===== src/common/z80_macros.svh =====
//~~~~~~~~~~~~~~~~~~~~~~~~~~~~~~~~~~~~~~~~~~~~~~~~
// Bus widths and run limits shared by the CPU core
// and the bench; include wherever a width is needed
//~~~~~~~~~~~~~~~~~~~~~~~~~~~~~~~~~~~~~~~~~~~~~~~~
`ifndef Z80_MACROS_SVH
`define Z80_MACROS_SVH

// Data bus, one byte
`define Z80_DATA_W 8

// Address bus, 64K space
`define Z80_ADDR_W 16

// Address of the first opcode fetch after reset
`define Z80_RESET_PC 16'h0000

// Upper bound of wait clocks the bench adds per machine cycle
`define Z80_MAX_WAIT 3

`endif

===== src/common/z80_bus_pkg.sv =====
//~~~~~~~~~~~~~~~~~~~~~~~~~~~~~~~~~~~~~~~~~~~~~~~~
// Bus-timing types: machine-cycle kinds and
// T-states used by the sequencer and the bench
//~~~~~~~~~~~~~~~~~~~~~~~~~~~~~~~~~~~~~~~~~~~~~~~~
package z80_bus_pkg;

    // Kind of machine cycle on the pins
    // HALTED runs no bus cycle at all
    typedef enum logic [1:0] {
        MC_FETCH,
        MC_MEM_RD,
        MC_IO_WR,
        MC_HALTED
    } mcycle_t;

    // T-state inside a machine cycle
    // TW repeats for as long as n_wait stays low
    typedef enum logic [1:0] {
        T1,
        T2,
        TW,
        T3
    } tstate_t;

endpackage


===== src/common/z80_isa_pkg.sv =====
//~~~~~~~~~~~~~~~~~~~~~~~~~~~~~~~~~~~~~~~~~~~~~~~~
// Instruction-set types for the reduced Z80 core:
// ALU ops, register codes, classes, flag bits
//~~~~~~~~~~~~~~~~~~~~~~~~~~~~~~~~~~~~~~~~~~~~~~~~
package z80_isa_pkg;

    // Accumulator ops, same order as opcode bits 5:3
    typedef enum logic [2:0] {
        ALU_ADD, ALU_ADC, ALU_SUB, ALU_SBC,
        ALU_AND, ALU_XOR, ALU_OR,  ALU_CP
    } alu_op_t;

    // Register codes as found in the y and z fields
    typedef enum logic [2:0] {
        REG_B, REG_C, REG_D, REG_E,
        REG_H, REG_L, REG_HL, REG_A
    } reg_sel_t;

    // Instruction classes the core can execute
    typedef enum logic [2:0] {
        I_NOP, I_LD_IMM, I_LD_REG, I_ALU, I_OUT, I_HALT
    } instr_t;

    // Bit positions inside the F register
    localparam int FLAG_C  = 0;
    localparam int FLAG_N  = 1;
    localparam int FLAG_PV = 2;
    localparam int FLAG_H  = 4;
    localparam int FLAG_Z  = 6;
    localparam int FLAG_S  = 7;

    // Opcodes that are matched in full
    localparam logic [7:0] OP_HALT  = 8'h76;
    localparam logic [7:0] OP_OUT_N = 8'hD3;

endpackage


===== src/verilog/z80_top.sv =====
//~~~~~~~~~~~~~~~~~~~~~~~~~~~~~~~~~~~~~~~~~~~~~~~~
// Reduced Z80 core top level; wires the control,
// register file and ALU to the CPU pins
//~~~~~~~~~~~~~~~~~~~~~~~~~~~~~~~~~~~~~~~~~~~~~~~~
`include "z80_macros.svh"

module z80_top import z80_isa_pkg::*; (
    input  logic                   clk,
    input  logic                   rst_n,
    input  logic [`Z80_DATA_W-1:0] din,
    input  logic                   n_wait,
    output logic [`Z80_ADDR_W-1:0] addr,
    output logic [`Z80_DATA_W-1:0] dout,
    output logic                   dout_en,
    output logic                   n_m1,
    output logic                   n_mreq,
    output logic                   n_iorq,
    output logic                   n_rd,
    output logic                   n_wr,
    output logic                   n_halt
);

// Decoded instruction fields
instr_t   instr;
reg_sel_t dst;
reg_sel_t src;
alu_op_t  alu_op;

// Sequencer strobes
logic ir_load;
logic wr_imm;
logic wr_reg;
logic wr_alu;
logic port_load;

// Data path between registers and ALU
logic [`Z80_DATA_W-1:0] a_val;
logic [`Z80_DATA_W-1:0] src_val;
logic [`Z80_DATA_W-1:0] result;
logic [`Z80_DATA_W-1:0] port;

//~~~~~~~~~~~~~~~~~~~~~~~~~~~~~~~~~~~~~~~~~~~~~~~~
// Control: bus timing and instruction decode
//~~~~~~~~~~~~~~~~~~~~~~~~~~~~~~~~~~~~~~~~~~~~~~~~
sequencer i_sequencer (
    .clk       (clk),
    .rst_n     (rst_n),
    .n_wait    (n_wait),
    .instr     (instr),
    .a_val     (a_val),
    .port      (port),
    .addr      (addr),
    .n_m1      (n_m1),
    .n_mreq    (n_mreq),
    .n_iorq    (n_iorq),
    .n_rd      (n_rd),
    .n_wr      (n_wr),
    .n_halt    (n_halt),
    .ir_load   (ir_load),
    .wr_imm    (wr_imm),
    .wr_reg    (wr_reg),
    .wr_alu    (wr_alu),
    .port_load (port_load),
    .dout_en   (dout_en)
);

decode i_decode ( .clk, .rst_n, .ir_load, .din, .instr, .dst, .src, .alu_op );

//~~~~~~~~~~~~~~~~~~~~~~~~~~~~~~~~~~~~~~~~~~~~~~~~
// Data path: registers and ALU with flags
//~~~~~~~~~~~~~~~~~~~~~~~~~~~~~~~~~~~~~~~~~~~~~~~~
reg_file i_reg_file ( .clk, .rst_n, .din, .dst, .src, .result, .wr_imm, .wr_reg,
                      .wr_alu, .port_load, .a_val, .src_val, .dout, .port );

alu i_alu ( .clk, .rst_n, .a_val, .src_val, .alu_op, .wr_alu, .result );

endmodule


===== src/control/sequencer.sv =====
//~~~~~~~~~~~~~~~~~~~~~~~~~~~~~~~~~~~~~~~~~~~~~~~~
// Machine-cycle and T-state sequencer; owns the PC,
// the address bus and all bus strobes
//~~~~~~~~~~~~~~~~~~~~~~~~~~~~~~~~~~~~~~~~~~~~~~~~
`include "z80_macros.svh"

module sequencer import z80_isa_pkg::*; import z80_bus_pkg::*; (
    input  logic                   clk,
    input  logic                   rst_n,
    input  logic                   n_wait,
    input  instr_t                 instr,
    input  logic [`Z80_DATA_W-1:0] a_val,
    input  logic [`Z80_DATA_W-1:0] port,
    output logic [`Z80_ADDR_W-1:0] addr,
    output logic                   n_m1,
    output logic                   n_mreq,
    output logic                   n_iorq,
    output logic                   n_rd,
    output logic                   n_wr,
    output logic                   n_halt,
    output logic                   ir_load,
    output logic                   wr_imm,
    output logic                   wr_reg,
    output logic                   wr_alu,
    output logic                   port_load,
    output logic                   dout_en
);

logic [`Z80_ADDR_W-1:0] pc;
mcycle_t mcycle;
mcycle_t mcycle_next;
tstate_t tstate;
logic    busy;
logic    hold_clk;
logic    strobe_phase;
logic    t3_end;
logic    mem_cycle;

// Master hold: freeze timing in TW while the bus asks for wait
assign hold_clk = !n_wait && (tstate == T2 || tstate == TW);

// Next machine cycle; instr already shows the new opcode during fetch T3
always_comb begin
    mcycle_next = MC_FETCH;
    case (mcycle)
        MC_FETCH: begin
            if (instr == I_LD_IMM || instr == I_OUT) begin
                mcycle_next = MC_MEM_RD;
            end else if (instr == I_HALT) begin
                mcycle_next = MC_HALTED;
            end
        end
        MC_MEM_RD: if (instr == I_OUT) mcycle_next = MC_IO_WR;
        MC_HALTED: mcycle_next = MC_HALTED;
        default:   mcycle_next = MC_FETCH;
    endcase
end

// One idle clock out of reset, then T1 of the first fetch
always_ff @(posedge clk or negedge rst_n) begin
    if (!rst_n) begin
        busy   <= 1'b0;
        mcycle <= MC_FETCH;
        tstate <= T1;
        pc     <= `Z80_RESET_PC;
    end else if (!busy) begin
        busy <= 1'b1;
    end else if (mcycle != MC_HALTED) begin
        case (tstate)
            T1:      tstate <= T2;
            T2, TW:  tstate <= hold_clk ? TW : T3;
            default: begin
                // End of T3: the cycle is done
                tstate <= T1;
                mcycle <= mcycle_next;
                if (mcycle != MC_IO_WR) pc <= pc + 1'b1;
            end
        endcase
    end
end

//~~~~~~~~~~~~~~~~~~~~~~~~~~~~~~~~~~~~~~~~~~~~~~~~
// Pins and internal write strobes
//~~~~~~~~~~~~~~~~~~~~~~~~~~~~~~~~~~~~~~~~~~~~~~~~
assign strobe_phase = busy && tstate != T1;
assign mem_cycle    = mcycle == MC_FETCH || mcycle == MC_MEM_RD;
assign t3_end       = busy && tstate == T3;

assign n_m1    = !(busy && mcycle == MC_FETCH);
assign n_mreq  = !(strobe_phase && mem_cycle);
assign n_rd    = !(strobe_phase && mem_cycle);
assign n_iorq  = !(strobe_phase && mcycle == MC_IO_WR);
assign n_wr    = !(strobe_phase && mcycle == MC_IO_WR);
assign n_halt  = mcycle != MC_HALTED;
assign dout_en = busy && mcycle == MC_IO_WR;

// I/O write puts A on the high byte, the port byte below it
assign addr = (mcycle == MC_IO_WR) ? {a_val, port} : pc;

// Opcode latch and single-cycle writes land on the fetch T3 edge
assign ir_load   = t3_end && mcycle == MC_FETCH;
assign wr_reg    = ir_load && instr == I_LD_REG;
assign wr_alu    = ir_load && instr == I_ALU;
assign wr_imm    = t3_end && mcycle == MC_MEM_RD && instr == I_LD_IMM;
assign port_load = t3_end && mcycle == MC_MEM_RD && instr == I_OUT;

// Read and write never overlap on the pins
a_rd_wr_excl: assert property (@(posedge clk) disable iff (!rst_n) n_rd || n_wr);

// Memory and I/O requests are never both active
a_mreq_iorq_excl: assert property (@(posedge clk) disable iff (!rst_n) n_mreq || n_iorq);

endmodule


===== src/control/decode.sv =====
//~~~~~~~~~~~~~~~~~~~~~~~~~~~~~~~~~~~~~~~~~~~~~~~~
// Instruction register and decoder; splits the
// opcode into class, register codes and ALU op
//~~~~~~~~~~~~~~~~~~~~~~~~~~~~~~~~~~~~~~~~~~~~~~~~
`include "z80_macros.svh"

module decode import z80_isa_pkg::*; (
    input  logic                   clk,
    input  logic                   rst_n,
    input  logic                   ir_load,
    input  logic [`Z80_DATA_W-1:0] din,
    output instr_t                 instr,
    output reg_sel_t               dst,
    output reg_sel_t               src,
    output alu_op_t                alu_op
);

logic [`Z80_DATA_W-1:0] ir;
logic [`Z80_DATA_W-1:0] opcode;
logic [1:0] op_x;
logic [2:0] op_y;
logic [2:0] op_z;

always_ff @(posedge clk or negedge rst_n) begin
    if (!rst_n) begin
        ir <= '0;
    end else if (ir_load) begin
        ir <= din;
    end
end

// Bypass: during fetch T3 the byte on din is decoded directly
assign opcode = ir_load ? din : ir;

// Z80 field split x[7:6] y[5:3] z[2:0]
assign op_x = opcode[7:6];
assign op_y = opcode[5:3];
assign op_z = opcode[2:0];

assign dst    = reg_sel_t'(op_y);
assign src    = reg_sel_t'(op_z);
assign alu_op = alu_op_t'(op_y);

// (HL) operands and everything outside the subset fall to NOP
always_comb begin
    instr = I_NOP;
    case (op_x)
        2'd0: if (op_z == 3'd6 && dst != REG_HL) instr = I_LD_IMM;
        2'd1: begin
            if (opcode == OP_HALT) begin
                instr = I_HALT;
            end else if (dst != REG_HL && src != REG_HL) begin
                instr = I_LD_REG;
            end
        end
        2'd2: if (src != REG_HL) instr = I_ALU;
        default: if (opcode == OP_OUT_N) instr = I_OUT;
    endcase
end

a_instr_known: assert property (@(posedge clk) disable iff (!rst_n) !$isunknown(instr));

endmodule


===== src/verilog/reg_file.sv =====
//~~~~~~~~~~~~~~~~~~~~~~~~~~~~~~~~~~~~~~~~~~~~~~~~
// Registers B..L and A, the OUT port byte, and the
// write-source mux fed by the sequencer strobes
//~~~~~~~~~~~~~~~~~~~~~~~~~~~~~~~~~~~~~~~~~~~~~~~~
`include "z80_macros.svh"

module reg_file import z80_isa_pkg::*; (
    input  logic                   clk,
    input  logic                   rst_n,
    input  logic [`Z80_DATA_W-1:0] din,
    input  reg_sel_t               dst,
    input  reg_sel_t               src,
    input  logic [`Z80_DATA_W-1:0] result,
    input  logic                   wr_imm,
    input  logic                   wr_reg,
    input  logic                   wr_alu,
    input  logic                   port_load,
    output logic [`Z80_DATA_W-1:0] a_val,
    output logic [`Z80_DATA_W-1:0] src_val,
    output logic [`Z80_DATA_W-1:0] dout,
    output logic [`Z80_DATA_W-1:0] port
);

localparam int NUM_REGS = 7;
localparam int A_IDX    = 6;

logic [`Z80_DATA_W-1:0] regs [NUM_REGS];
logic [`Z80_DATA_W-1:0] wr_data;
logic [2:0]             wr_idx;
logic                   wr_en;

// A takes the slot of (HL), which never reaches a write strobe
function automatic logic [2:0] reg_index(reg_sel_t sel);
    return (sel == REG_A) ? 3'(A_IDX) : 3'(sel);
endfunction

assign a_val   = regs[A_IDX];
assign src_val = regs[reg_index(src)];
assign dout    = a_val;

// Write source: ALU result to A, else register copy or immediate
always_comb begin
    wr_data = din;
    wr_idx  = reg_index(dst);
    if (wr_alu) begin
        wr_data = result;
        wr_idx  = 3'(A_IDX);
    end else if (wr_reg) begin
        wr_data = src_val;
    end
end

assign wr_en = wr_imm | wr_reg | wr_alu;

always_ff @(posedge clk or negedge rst_n) begin
    if (!rst_n) begin
        for (int i = 0; i < NUM_REGS; i++) begin
            regs[i] <= '0;
        end
    end else if (wr_en) begin
        regs[wr_idx] <= wr_data;
    end
end

// Port byte of OUT (n),A
always_ff @(posedge clk) begin
    if (port_load) port <= din;
end

a_wr_onehot: assert property (@(posedge clk) disable iff (!rst_n)
    $onehot0({wr_imm, wr_reg, wr_alu, port_load}));

endmodule


===== src/verilog/alu.sv =====
//~~~~~~~~~~~~~~~~~~~~~~~~~~~~~~~~~~~~~~~~~~~~~~~~
// 8-bit accumulator ALU with Z80 flag rules and
// the F register; carry feeds ADC and SBC
//~~~~~~~~~~~~~~~~~~~~~~~~~~~~~~~~~~~~~~~~~~~~~~~~
`include "z80_macros.svh"

module alu import z80_isa_pkg::*; (
    input  logic                   clk,
    input  logic                   rst_n,
    input  logic [`Z80_DATA_W-1:0] a_val,
    input  logic [`Z80_DATA_W-1:0] src_val,
    input  alu_op_t                alu_op,
    input  logic                   wr_alu,
    output logic [`Z80_DATA_W-1:0] result
);

logic [`Z80_DATA_W-1:0] flags;
logic [`Z80_DATA_W-1:0] flags_next;
logic [`Z80_DATA_W-1:0] b_eff;
logic [`Z80_DATA_W-1:0] res;
logic [`Z80_DATA_W:0]   sum;
logic [4:0]             half_sum;
logic                   is_sub;
logic                   is_logic;
logic                   carry_in;
logic                   cin_eff;

assign is_sub   = alu_op inside {ALU_SUB, ALU_SBC, ALU_CP};
assign is_logic = alu_op inside {ALU_AND, ALU_XOR, ALU_OR};
assign carry_in = (alu_op == ALU_ADC || alu_op == ALU_SBC) ? flags[FLAG_C] : 1'b0;

// Subtract as a + ~b + ~borrow
assign b_eff    = is_sub ? ~src_val : src_val;
assign cin_eff  = is_sub ? ~carry_in : carry_in;
assign sum      = {1'b0, a_val} + {1'b0, b_eff} + {{`Z80_DATA_W{1'b0}}, cin_eff};
assign half_sum = {1'b0, a_val[3:0]} + {1'b0, b_eff[3:0]} + {4'b0000, cin_eff};

always_comb begin
    flags_next = '0;
    case (alu_op)
        ALU_AND: res = a_val & src_val;
        ALU_XOR: res = a_val ^ src_val;
        ALU_OR:  res = a_val | src_val;
        default: res = sum[`Z80_DATA_W-1:0];
    endcase
    flags_next[FLAG_S] = res[`Z80_DATA_W-1];
    flags_next[FLAG_Z] = (res == '0);
    flags_next[FLAG_N] = is_sub;
    if (is_logic) begin
        // H set only by AND, P/V is even parity
        flags_next[FLAG_H]  = (alu_op == ALU_AND);
        flags_next[FLAG_PV] = ~^res;
        flags_next[FLAG_C]  = 1'b0;
    end else begin
        // Carry outs turn into borrows when subtracting
        flags_next[FLAG_H]  = half_sum[4] ^ is_sub;
        flags_next[FLAG_PV] = (a_val[7] == b_eff[7]) && (res[7] != a_val[7]);
        flags_next[FLAG_C]  = sum[`Z80_DATA_W] ^ is_sub;
    end
end

// CP hands A back unchanged, only the flags move
assign result = (alu_op == ALU_CP) ? a_val : res;

always_ff @(posedge clk or negedge rst_n) begin
    if (!rst_n) begin
        flags <= '0;
    end else if (wr_alu) begin
        flags <= flags_next;
    end
end

endmodule


===== config.mk =====
export PLATFORM = sky130hd
export DESIGN_NAME = z80_top
export DESIGN_NICKNAME = d
export VERILOG_FILES = /design/src/common/z80_bus_pkg.sv /design/src/common/z80_isa_pkg.sv /design/src/verilog/z80_top.sv /design/src/control/sequencer.sv /design/src/control/decode.sv /design/src/verilog/reg_file.sv /design/src/verilog/alu.sv
export VERILOG_INCLUDE_DIRS = /design/src /design/src/common
export SDC_FILE = /design/constraint.sdc
export NUM_CORES = 1
export LEC_CHECK = 0
export BUFFER_PORTS_ARGS = -buffer_cell sky130_fd_sc_hd__buf_2
export CORE_ASPECT_RATIO = 1.25
export CORE_MARGIN = 4
export CORE_UTILIZATION = 30
export DETAILED_ROUTE_END_ITERATION = 16
export SETUP_SLACK_MARGIN = 0.4
export SYNTH_ARGS = -nofsm -noshare
export SYNTH_HDL_FRONTEND = slang
export SYNTH_SLANG_ARGS = --single-unit
export TNS_END_PERCENT = 5

===== constraint.sdc =====
create_clock -name clk -period 8.16 [get_ports clk]
set_clock_uncertainty 0.15 [all_clocks]
set_input_delay 1.632 -clock clk [delete_from_list [all_inputs] [get_ports clk]]
set_output_delay 1.632 -clock clk [all_outputs]
set_load 0.1 [all_outputs]

==> impl_metrics.ini <==
[worst_setup_path]
critPathSlowestCell = mux2i_4
worst-path-stages = 17
critPathTopFamily = compound AO/OA/AOI/OAI gates
crit_path_max_incr_delay_ns = 0.75
r2r-start = i_sequencer.tstate[0]
crit_buf_inv = 1
path_class = reg -> reg
path_cells = ha_1 -> and4bb_2 -> buf_4 -> mux2i_4 -> mux2i_1 -> a22oi_1 -> nand3_1 -> xnor2_1 -> fa_1 -> fa_1 -> a211oi_1 -> o21ai_0 -> and3_1 -> o21ai_0 -> a221oi_1 -> o31ai_2 -> mux2_2
worstSetupEndpointType = flip-flop
worstSetupStartpointType = flip-flop
r2r_setup_slack_ns = 2.54
r2r_cells = 17
r2r_end = i_reg_file.regs[46]
cp.required_ns = 8.31
path_max_fanout = 29
crit_arrival_ns = 5.77

[die]
ioPinCount = 42
die_w_um = 136
num_rows = 58
coreArea_mm2 = 0.0202
initial_utilization_pct = 30.6
die_height_um = 168
die-area_mm2 = 0.0229

[timing]
whs_ns = 0.317
finalSetupTns_ns = 0
rsz0062_at_grt = false
setup_violations = 0
slew_viol_final = 0
max_slew_margin_pct = 23.8
post-route-min-period_ns = 5.62
worst_pin_slew_ns = 1.14
final_hold_viol_count = 0
fin_crit_sh_pct = 68.9
max_freq_mhz = 178

[logic_synthesis]
synth_ff_type = dfrtp_1
synth_warnings = 0
async_flop_share_pct = 91.5
synth_xor_area_share_pct = 3.98
synth_cell_types = 77
synth_area_mm2 = 0.00617
synth_area_per_cell_um2 = 10.7
synthTopCellsByCount = dfrtp_1 (86), mux2_2 (59), nand2_1 (48)
synth_edf_count = 8
yosys.area_share.simple_pct = 14.0
synth_top_family_by_area = multiplexers
yosysMostFrequentCell = dfrtp_1
synth.top_cell.area_share_pct = 34.9
muxShareOfSynthArea_pct = 20.6
syn_nets = 615
synth_compound_area_share_pct = 11.7
synthTopCellsByArea = dfrtp_1 (35%), mux2_2 (11%), mux2i_1 (5.5%)
synthCells = 575
ys_seq_area_share_pct = 38.8
synth_seq_cells = 94
synth_top_cell_by_area = dfrtp_1
synthAdderAreaFrac_pct = 6.13

[power_and_ir_drop]
leakage_nw = 3.12
peakVddDrop_mv = 0.0954
pwr-share-comb_pct = 9.1
p_int_w = 0.000775
p_sw_w = 0.000263
p_sw_share_pct = 25.3
power_frac_seq_pct = 46.6
p_total_w = 0.00104
cellPowerDensity_mw_per_mm2 = 150
clkPwrFrac_pct = 44.3

[final_layout]
fin_nets = 646
syn2layout_area_growth_pct = 11.9
layout-drive-gt1-share_pct = 26.4
antennaDiodeCount = 0
final_cell_count_no_fill = 881
fin_area_mm2 = 0.00690

[flow_run]
drv_cap = 0

[place]
dp.cells = 865
place.gp.congestion = 0.875
io_buffer_count = 41
place_area_mm2 = 0.00658
dp_hpwl_mm = 11.6

[global_routing]
antenna_found_initial = 0
grt_usage_pct = 14.5
grt.overflow.total = 0
grt_pass1_wl_mm = 26.0
grt_max_degree = 45
grt_pass1_vias = 4575

[clock_network]
postCtsResizedCells = 0
cts_tree = yes
clk_pin_slew_worst_paths_ns = 0.07
cts_post_setup_buffers_inserted = 0
cts_buffers = 9
h-tree-depth = 3
clk_path_buf_depth = 2
clk_latency_ns = 0.36
cts_root_buf = clkbuf_16
numClockSinks = 94
ctsHoldBuffers = 0

[status]
outcome = finished clean

[hold_path]
hold_depth = 1
hp-start = i_sequencer.pc[15]
hp-class = reg -> reg
whs_endpoint = i_sequencer.pc[15]

[routing]
routed_via_density = 5.06
routed_wirelength_mm = 15.8
drt-initial-drc-count = 284
ant_nets = 0
drc = 0
vias = 4461
post_drt_wl_per_cell_um = 18.0
drt_pre_antenna_iters = 5
## worst max path at each step
stage                                      from                  end  slack [ns]
after floorplan                          din[4]  i_reg_file.regs[54]        2.88
after global placement                   din[0]  i_reg_file.regs[22]        2.23
after global routing      i_sequencer.tstate[0]  i_reg_file.regs[22]        2.04
final                     i_sequencer.tstate[0]  i_reg_file.regs[46]        2.54
after CTS                 i_sequencer.tstate[0]  i_reg_file.regs[46]        2.49
after detailed placement                 din[0]  i_reg_file.regs[38]        2.20
## kinds of logic after synthesis
logic type,Yosys count
compound gates,100
xor+xnor,28
fa+ha+maj,29
buf+inv,58
flops,94
mux,109
other cells,1
simple gates,156
## routing by layer
layer  up-vias  global-route usage (%)  share of wire, %
met5         -                       0                 0
met4         0                    4.25               1.8
met3        20                    2.90               4.2
met2       105                    23.6                48
met1      2187                    19.6                46
li1       2149                       -                 -
## registers in the layout, indices dropped and copies added, names as in the netlist, named ones only
signal	cells
i_sequencer.pc	16
i_sequencer.mcycle	1
i_sequencer.busy	1
i_sequencer.tstate	2
i_reg_file.regs	48
i_reg_file.port	8
i_decode.ir	8
i_alu.flags	1
i_reg_file.a_val	8
## placed cells by master (no fill, tap or decap), drive strengths merged, types with 20 or more instances in the layout
cell	instances
a21oi	20
buf	46
dfrtp	86
ha	27
inv	33
mux2	66
mux2i	43
nand2	50
nor2	30
o21ai	27
## power groups by stage
stage | Combinational, W | Clock (W) | Sequential [W]
2_1_floorplan | 0.0000681 | 0 | 0.000489
3_3_place_gp | 0.0000938 | 0 | 0.000493
3_5_place_dp | 0.0000945 | 0 | 0.000493
4_1_cts | 0.0000948 | 0.000471 | 0.000484
5_1_grt | 0.000105 | 0.000492 | 0.000484
6_report | 0.0000943 | 0.000459 | 0.000484
## worst reg2reg max path, cell delays in order, from the launching register on
cell and delay, ns:
dfrtp_1 0.39, ha_1 0.26, and4bb_2 0.24, buf_4 0.43, mux2i_4 0.77, mux2i_1 0.17
a22oi_1 0.25, nand3_1 0.17, xnor2_1 0.18, fa_1 0.45, fa_1 0.43, a211oi_1 0.28
o21ai_0 0.16, and3_1 0.19, o21ai_0 0.16, a221oi_1 0.11, o31ai_2 0.51, mux2_2 0.25
## final cells by class
class | count | area, µm²
Fill cell | 2077 | 13300
Timing Repair Buffer | 46 | 245
Sequential cell | 94 | 2390
Clock inverter | 7 | 97.6
Inverter | 32 | 120
Multi-Input combinational cell | 423 | 3480
Clock buffer | 9 | 225
Tap cell | 270 | 338
## metrics by stage
| stage | setup WS (ns) | utilization (%) |
|---|---|---|
| global placement | 2.23 | 32.6 |
| finish | 2.54 | 34.2 |
| floorplan | 2.88 | - |
| global route | 2.04 | 34.2 |
| detailed placement | 2.20 | 32.6 |
| CTS | 2.49 | 34.2 |
(Power assumes the default switching activity.)
